[src/hdl/mlp_config.svh]
`ifndef MLP_CONFIG_SVH
`define MLP_CONFIG_SVH

// Layer size
`define MLP_INPUTS 4
`define MLP_OUTPUTS 3

// Learning rate is 2**-MLP_RATE_SHIFT
`define MLP_RATE_SHIFT 2

// Fixed point fraction bits of weights and bias
`define MLP_FRACTION 8

`endif

[src/hdl/mlp_pkg.sv]
`include "mlp_config.svh"

package mlp_pkg;

  // Unsigned input sample
  typedef logic [7:0] pixel_t;

  // Result, error or error term
  typedef logic signed [15:0] word_t;

  typedef pixel_t [`MLP_INPUTS-1:0] input_vector_t;
  typedef word_t [`MLP_OUTPUTS-1:0] output_vector_t;
  typedef word_t [`MLP_INPUTS-1:0] gradient_vector_t;

  // Forward, backward and update phases of one neuron
  typedef enum logic [3:0] {
    ARG,
    MUL,
    MAC,
    ACC,
    RES,
    DEL,
    ERR,
    PRP,
    UPD
  } neuron_state_t;

endpackage

[src/hdl/neuron.sv]
`timescale 1ns/1ps
`include "mlp_config.svh"

module neuron #(
  parameter int N = `MLP_INPUTS,
  parameter int S = `MLP_RATE_SHIFT
) (
  input  logic clock,
  input  logic reset,
  input  logic train,

  input  logic argument_valid,
  input  mlp_pkg::pixel_t [N-1:0] argument_data,
  output logic argument_ready,

  output logic result_valid,
  output mlp_pkg::word_t result_data,
  input  logic result_ready,

  input  logic error_valid,
  input  mlp_pkg::word_t error_data,
  output logic error_ready,

  output logic propagate_valid,
  output mlp_pkg::word_t [N-1:0] propagate_data,
  input  logic propagate_ready
);
  localparam int W = `MLP_FRACTION;
  localparam int CW = (N > 1) ? $clog2(N) : 1;

  typedef logic signed [8:0] arg_t;
  typedef logic signed [17:0] ext_t;
  typedef logic signed [35:0] prod_t;
  typedef logic [CW-1:0] count_t;

  localparam count_t LAST = count_t'(N - 1);

  mlp_pkg::neuron_state_t state;
  count_t counter;
  logic stepping;

  arg_t argument [N];
  ext_t weight [N];
  ext_t bias;
  ext_t summand;
  ext_t accumulator;
  ext_t delta;

  ext_t op_a;
  ext_t op_b;
  prod_t product;

  assign argument_ready = state == mlp_pkg::ARG;
  assign error_ready = state == mlp_pkg::DEL;

  // Latch the input vector, zero extended
  always_ff @(posedge clock) begin
    if (argument_valid && argument_ready) begin
      for (int i = 0; i < N; i++) begin
        argument[i] <= arg_t'({1'b0, argument_data[i]});
      end
    end
  end

  assign stepping = state == mlp_pkg::MUL || state == mlp_pkg::MAC ||
                    state == mlp_pkg::ERR || state == mlp_pkg::UPD;

  always_ff @(posedge clock) begin
    if (reset) begin
      counter <= '0;
    end else if (stepping) begin
      counter <= (counter == LAST) ? '0 : counter + 1'b1;
    end
  end

  // One multiplier shared by all three phases
  always_comb begin
    op_a = weight[counter];
    op_b = ext_t'(argument[counter]);
    case (state)
      mlp_pkg::ERR: op_b = delta;
      mlp_pkg::UPD: op_a = delta;
      default: ;
    endcase
  end

  assign product = op_a * op_b;

  // Forward inner product
  always_ff @(posedge clock) begin
    if (state == mlp_pkg::MUL || state == mlp_pkg::MAC) begin
      summand <= ext_t'(product >>> W);
    end
  end

  always_ff @(posedge clock) begin
    if (state == mlp_pkg::ARG) begin
      accumulator <= bias;
    end else if (state == mlp_pkg::MAC || state == mlp_pkg::ACC) begin
      accumulator <= accumulator + summand;
    end
  end

  // Accumulator is stable while in RES
  assign result_data = mlp_pkg::word_t'(accumulator);

  always_ff @(posedge clock) begin
    if (reset) begin
      result_valid <= 1'b0;
    end else if (state == mlp_pkg::RES && !result_valid) begin
      result_valid <= 1'b1;
    end else if (result_valid && result_ready) begin
      result_valid <= 1'b0;
    end
  end

  always_ff @(posedge clock) begin
    if (error_valid && error_ready) begin
      delta <= ext_t'(error_data);
    end
  end

  // Error terms, one per cycle
  always_ff @(posedge clock) begin
    if (state == mlp_pkg::ERR) begin
      propagate_data[counter] <= mlp_pkg::word_t'(product >>> W);
    end
  end

  always_ff @(posedge clock) begin
    if (reset) begin
      propagate_valid <= 1'b0;
    end else if (state == mlp_pkg::PRP && !propagate_valid) begin
      propagate_valid <= 1'b1;
    end else if (propagate_valid && propagate_ready) begin
      propagate_valid <= 1'b0;
    end
  end

  // Weight update, bias once per step
  always_ff @(posedge clock) begin
    if (reset) begin
      for (int i = 0; i < N; i++) begin
        weight[i] <= '0;
      end
      bias <= '0;
    end else if (state == mlp_pkg::UPD) begin
      weight[counter] <= weight[counter] + ext_t'(product >>> (S + W));
      if (counter == '0) begin
        bias <= bias + (delta >>> S);
      end
    end
  end

  always_ff @(posedge clock) begin
    if (reset) begin
      state <= mlp_pkg::ARG;
    end else begin
      case (state)
        mlp_pkg::ARG: begin
          if (argument_valid) begin
            state <= mlp_pkg::MUL;
          end
        end
        mlp_pkg::MUL: begin
          state <= mlp_pkg::MAC;
        end
        mlp_pkg::MAC: begin
          if (counter == LAST) begin
            state <= mlp_pkg::ACC;
          end
        end
        mlp_pkg::ACC: begin
          state <= mlp_pkg::RES;
        end
        mlp_pkg::RES: begin
          if (result_valid && result_ready) begin
            state <= train ? mlp_pkg::DEL : mlp_pkg::ARG;
          end
        end
        mlp_pkg::DEL: begin
          if (error_valid) begin
            state <= mlp_pkg::ERR;
          end
        end
        mlp_pkg::ERR: begin
          if (counter == LAST) begin
            state <= mlp_pkg::PRP;
          end
        end
        mlp_pkg::PRP: begin
          if (propagate_valid && propagate_ready) begin
            state <= mlp_pkg::UPD;
          end
        end
        mlp_pkg::UPD: begin
          if (counter == LAST) begin
            state <= mlp_pkg::ARG;
          end
        end
        default: begin
          state <= mlp_pkg::ARG;
        end
      endcase
    end
  end

endmodule

[src/hdl/layer.sv]
`timescale 1ns/1ps
`include "mlp_config.svh"

module layer (
  input  logic clock,
  input  logic reset,
  input  logic train,

  input  logic argument_valid,
  input  mlp_pkg::input_vector_t argument_data,
  output logic argument_ready,

  output logic result_valid,
  output mlp_pkg::output_vector_t result_data,
  input  logic result_ready,

  input  logic error_valid,
  input  mlp_pkg::output_vector_t error_data,
  output logic error_ready,

  output logic propagate_valid,
  output mlp_pkg::gradient_vector_t propagate_data,
  input  logic propagate_ready
);
  localparam int M = `MLP_OUTPUTS;

  logic [M-1:0] neuron_argument_ready;
  logic [M-1:0] neuron_result_valid;
  logic [M-1:0] neuron_error_ready;
  logic [M-1:0] neuron_propagate_valid;
  mlp_pkg::gradient_vector_t neuron_propagate_data [M];

  logic argument_fire;
  logic result_fire;
  logic error_fire;
  logic propagate_fire;

  // All neurons must agree before any of them moves
  assign argument_ready = &neuron_argument_ready;
  assign result_valid = &neuron_result_valid;
  assign error_ready = &neuron_error_ready;
  assign propagate_valid = &neuron_propagate_valid;

  assign argument_fire = argument_valid & argument_ready;
  assign result_fire = result_ready & result_valid;
  assign error_fire = error_valid & error_ready;
  assign propagate_fire = propagate_ready & propagate_valid;

  for (genvar j = 0; j < M; j++) begin : g_neuron
    neuron #(
      .N (`MLP_INPUTS),
      .S (`MLP_RATE_SHIFT)
    ) u_neuron (
      .clock           (clock),
      .reset           (reset),
      .train           (train),

      .argument_valid  (argument_fire),
      .argument_data   (argument_data),
      .argument_ready  (neuron_argument_ready[j]),

      .result_valid    (neuron_result_valid[j]),
      .result_data     (result_data[j]),
      .result_ready    (result_fire),

      .error_valid     (error_fire),
      .error_data      (error_data[j]),
      .error_ready     (neuron_error_ready[j]),

      .propagate_valid (neuron_propagate_valid[j]),
      .propagate_data  (neuron_propagate_data[j]),
      .propagate_ready (propagate_fire)
    );
  end

  // Sum error terms over neurons, wrapping at 16 bits
  always_comb begin
    propagate_data = '0;
    for (int j = 0; j < M; j++) begin
      for (int i = 0; i < `MLP_INPUTS; i++) begin
        propagate_data[i] = propagate_data[i] + neuron_propagate_data[j][i];
      end
    end
  end

endmodule

[src/hdl/relu.sv]
`timescale 1ns/1ps
`include "mlp_config.svh"

module relu (
  input  logic clock,
  input  logic reset,

  input  logic in_valid,
  input  mlp_pkg::output_vector_t in_data,
  output logic in_ready,

  output logic out_valid,
  output mlp_pkg::output_vector_t out_data,
  input  logic out_ready,

  input  logic error_in_valid,
  input  mlp_pkg::output_vector_t error_in_data,
  output logic error_in_ready,

  output logic error_out_valid,
  output mlp_pkg::output_vector_t error_out_data,
  input  logic error_out_ready
);
  // Set for neurons whose result was not clamped
  logic [`MLP_OUTPUTS-1:0] pass;

  // Upstream result is released only when the buffer drains
  assign in_ready = out_valid & out_ready;

  always_ff @(posedge clock) begin
    if (reset) begin
      out_valid <= 1'b0;
      pass <= '0;
    end else if (!out_valid && in_valid) begin
      out_valid <= 1'b1;
      for (int j = 0; j < `MLP_OUTPUTS; j++) begin
        pass[j] <= !in_data[j][15];
        out_data[j] <= in_data[j][15] ? '0 : in_data[j];
      end
    end else if (out_valid && out_ready) begin
      out_valid <= 1'b0;
    end
  end

  assign error_out_valid = error_in_valid;
  assign error_in_ready = error_out_ready;

  always_comb begin
    for (int j = 0; j < `MLP_OUTPUTS; j++) begin
      error_out_data[j] = pass[j] ? error_in_data[j] : '0;
    end
  end

endmodule

[src/hdl/mlp_top.sv]
`timescale 1ns/1ps

module mlp_top (
  input  logic clock,
  input  logic reset,
  input  logic train,

  input  logic argument_valid,
  input  mlp_pkg::input_vector_t argument_data,
  output logic argument_ready,

  output logic result_valid,
  output mlp_pkg::output_vector_t result_data,
  input  logic result_ready,

  input  logic error_valid,
  input  mlp_pkg::output_vector_t error_data,
  output logic error_ready,

  output logic propagate_valid,
  output mlp_pkg::gradient_vector_t propagate_data,
  input  logic propagate_ready
);
  logic layer_result_valid;
  mlp_pkg::output_vector_t layer_result_data;
  logic layer_result_ready;

  logic layer_error_valid;
  mlp_pkg::output_vector_t layer_error_data;
  logic layer_error_ready;

  layer u_layer (
    .clock           (clock),
    .reset           (reset),
    .train           (train),
    .argument_valid  (argument_valid),
    .argument_data   (argument_data),
    .argument_ready  (argument_ready),
    .result_valid    (layer_result_valid),
    .result_data     (layer_result_data),
    .result_ready    (layer_result_ready),
    .error_valid     (layer_error_valid),
    .error_data      (layer_error_data),
    .error_ready     (layer_error_ready),
    .propagate_valid (propagate_valid),
    .propagate_data  (propagate_data),
    .propagate_ready (propagate_ready)
  );

  relu u_relu (
    .clock           (clock),
    .reset           (reset),
    .in_valid        (layer_result_valid),
    .in_data         (layer_result_data),
    .in_ready        (layer_result_ready),
    .out_valid       (result_valid),
    .out_data        (result_data),
    .out_ready       (result_ready),
    .error_in_valid  (error_valid),
    .error_in_data   (error_data),
    .error_in_ready  (error_ready),
    .error_out_valid (layer_error_valid),
    .error_out_data  (layer_error_data),
    .error_out_ready (layer_error_ready)
  );

endmodule

[config.mk]
export PLATFORM = sky130hd
export DESIGN_NAME = mlp_top
export DESIGN_NICKNAME = d
export VERILOG_FILES = /design/src/hdl/mlp_pkg.sv /design/src/hdl/neuron.sv /design/src/hdl/layer.sv /design/src/hdl/relu.sv /design/src/hdl/mlp_top.sv
export VERILOG_INCLUDE_DIRS = /design/src /design/src/hdl
export SDC_FILE = /design/constraint.sdc
export NUM_CORES = 2
export LEC_CHECK = 0
export BUFFER_PORTS_ARGS = -buffer_cell sky130_fd_sc_hd__buf_4
export CAP_MARGIN = 0
export CORE_ASPECT_RATIO = 1.4
export CORE_MARGIN = 2
export CORE_UTILIZATION = 55
export CTS_BUF_LIST = sky130_fd_sc_hd__clkbuf_4
export DETAILED_ROUTE_END_ITERATION = 8
export GPL_TIMING_DRIVEN = 0
export HOLD_SLACK_MARGIN = 0.15
export MAX_ROUTING_LAYER = met4
export PLACE_DENSITY = 0.76
export SLEW_MARGIN = 5
export SYNTH_ARGS = -nofsm -noshare
export SYNTH_HDL_FRONTEND = slang
export SYNTH_SLANG_ARGS = --single-unit
[constraint.sdc]
create_clock -name clock -period 12.7 [get_ports clock]
set_input_delay 1.905 -clock clock [delete_from_list [all_inputs] [get_ports clock]]
set_output_delay 1.905 -clock clock [all_outputs]
set_load 0.02 [all_outputs]
==> impl_metrics.yaml <==
cells_and_area:
  nNetsFinal: 8152
  layout-drive-gt1-share: 0.109
  design_area_sq_um: 73900
  area_growth_pct: 9.80
  final_cell_mix: "inv_1 (1,076), nor2_1 (865), fa_1 (830)"
  mostFrequentLayoutCell: "inv_1"
floorplan:
  io-pin-count: 203
  dieWidth_um: 300
  initial_core_util: 0.555
  die-area_sq_um: 125000
  die_h_um: 418
  rows: 151
  coreArea_sq_um: 121000
routing:
  drc: 0
  drt-pass1-iter-count: 6
  antenna_left: 0
  routed_wl_um: 198000
  drt_iter0_markers: 3856
  vias: 48700
  wire_per_inst_um: 23.2
  via_per_inst: 5.69
sta:
  tightest_slew_ns: 1.43
  clock.fmax_ghz: 0.0806
  slew_viol_final: 0
  finalClockSkew_ns: 0.123
  rsz0062_at_grt: "false"
  post-route-min-period_ns: 12.40
  setup_violations: 0
  max_slew_margin: 0.0411
  hold_viol: 0
  fin_crit_sh: 0.976
grt:
  grt_pass1_vias: 51600
  grt-ovfl-total: 0
  antenna_found_initial: 14
  grt_pass1_wl_um: 300000
  grt_max_degree: 36
  grtUsageTotal: 0.333
synthesis:
  synth_cell_types: 77
  synth-edff-count: 693
  ys.flop_type: "edfxtp_1"
  syn_avg_cell_area_sq_um: 10.5
  yosysSeqAreaShare: 0.334
  ys_ff_latch: 775
  synth_top_cell_by_area: "edfxtp_1"
  synthArstFlopShare: 0
  synth_top_area_share: 0.309
  yosys-top-cells-area: "edfxtp_1 (31%), fa_1 (25%), ha_1 (8.3%), inv_1 (6.0%), nor2_1 (4.8%)"
  synth_area_sq_um: 67300
  postSynthCellCount: 6382
  yosys_warnings: 0
placed_design:
  hpwl_um: 162000
  gp_congestion: 0.993
  io_buffer_count: 199
  placed_cell_area_sq_um: 71300
critical_path:
  crit_path_end_kind: "flip-flop"
  crit_family: "adder cells"
  critical_path_buf_inv_count: 9
  critPathMaxStageDelay_ns: 0.78
  crit_path_top_delay_cell: "mux2i_2"
  path_class: "flip-flop to flip-flop"
  critPathLaunchType: "flip-flop"
  crit_required_ns: 13.49
  worstPathArrival_ns: 13.19
  crit_top_cell: "fa_1"
  cp_max_fo: 10
  r2r_slack_ns: 0.30
clock_network:
  hold_buffers: 0
  clk_latency_ns: 1.14
  clockBufferDepth: 3
  cts_max_level: 4
  clk_pin_slew_worst_paths_ns: 0.08
  clockRootBuffer: "clkbuf_4"
  cts_sinks: 775
  cts_tree: "yes"
  numCtsBuffers: 185
run:
  drv_cap: 0
status:
  status: "finished, final reports clean"
worst_hold_path:
  min-delay-path-class: "flip-flop to flip-flop"
[synth_stat cells (11+ instances only)]
library cell,number
mux4_2,78
dfxtp_1,82
a21boi_0,23
mux2i_1,50
xnor2_1,196
or3_1,29
clkbuf_1,180
nand3_1,60
nand2_1,527
nor2b_1,86
nor3b_1,22
a21oi_1,203
a211o_1,13
and2_1,124
a31oi_1,20
or2_2,67
o31ai_1,19
ha_1,448
o21a_1,26
inv_1,1076
a211oi_1,32
o21ai_0,124
edfxtp_1,693
mux2_2,11
and3_1,36
buf_1,16
nor2_1,868
nor3_1,77
a21o_1,48
fa_1,830
nand2b_1,82
o311ai_0,12
xor2_1,67
[path summary, 6_finish.rpt]
check,start,end,depth (start not counted)
setup / recovery,flip-flop,u_layer.g_neuron[1].u_neuron.weight[3][17],34
hold / removal,u_layer.g_neuron[2].u_neuron.bias[10],u_layer.g_neuron[2].u_neuron.bias[10],2
setup reg to reg,flip-flop,u_layer.g_neuron[1].u_neuron.weight[3][17],34
hold reg to reg,u_layer.g_neuron[2].u_neuron.bias[10],u_layer.g_neuron[2].u_neuron.bias[10],2
[per-stage QoR]
stage          TNS, ns   util  hold slack, ns  setup WS (ns)  std cells
6_report             0  0.609           0.481          0.301       8555
5_1_grt              0  0.609           0.484         0.0236       8551
4_1_cts              0  0.608           0.477         0.0283       8542
3_5_place_dp     -6.31  0.588           0.468         -0.546       8209
3_3_place_gp     -3.68  0.584           0.464         -0.397       8189
2_1_floorplan        0      -           0.449           2.78       6384
[area by class of cell]
cell class / instances / area (sq um)
fill: 9964 / 47400
multi-input combinational: 4324 / 40300
sequential: 775 / 22500
inverter: 1077 / 4040
tap: 1606 / 2010
clock buffer: 264 / 1980
timing repair buffer: 219 / 1780
buffer: 205 / 808
clock inverter: 72 / 475
antenna: 13 / 32.5
[what timing repair did]
| action | in CTS | in global routing |
|---|---|---|
| setup buffers | 0 | 0 |
| endpoints found under the setup margin | 28 | 29 |
| resized for setup | 13 | 18 |
[worst reg2reg max path: cells and delay by family, from the launching register on]
| family | cells | cell delay (ns) |
|---|---|---|
| xor gates and xnor gates | 2 | 0.41 |
| AOI/OAI and AO/OA | 10 | 2.92 |
| buffers and inverters | 9 | 2.58 |
| muxes | 2 | 1.27 |
| adders and majority gates | 8 | 3.75 |
| DFF | 1 | 0.31 |
| and+or+nand+nor | 3 | 0.83 |
[cells by family after synthesis]
family	after synthesis	share of synthesized area
muxes	142	0.0362
and+or+nand+nor	2037	0.137
DFF	775	0.334
other	1	0.0000557
buffers and inverters	1285	0.0720
AOI/OAI and AO/OA	599	0.0562
adders and majority gates	1278	0.330
xor gates and xnor gates	265	0.0349
[state kept, by name (all words and copies together) (netlist names), named ones only]
name                                       cells
u_layer.g_neuron.u_neuron.weight             216
u_layer.g_neuron.u_neuron.propagate_valid      3
u_relu.pass                                    3
u_layer.g_neuron.u_neuron.summand             48
u_layer.g_neuron.u_neuron.accumulator         48
u_relu.out_valid                               1
u_relu.out_data                               45
u_layer.g_neuron.u_neuron.state               12
u_layer.g_neuron.u_neuron.counter              6
u_layer.g_neuron.u_neuron.propagate_data     192
u_layer.g_neuron.u_neuron.delta               48
u_layer.g_neuron.u_neuron.result_valid         3
u_layer.g_neuron.u_neuron.bias                48
u_layer.g_neuron.u_neuron.argument            96
[metal layers]
| layer | vias to the layer above | global-route usage | share of wire |
|---|---|---|---|
| li1 | 21600 | - | - |
| met1 | 24400 | 0.367 | 0.35 |
| met5 | - | - | 0 |
| met3 | 635 | 0.0450 | 0.067 |
| met4 | 0 | 0.216 | 0.077 |
| met2 | 2051 | 0.567 | 0.50 |
Power is left out: the tool's default activity adds up to more than one toggle a clock period on the data nets, which glitch-free logic cannot reach.
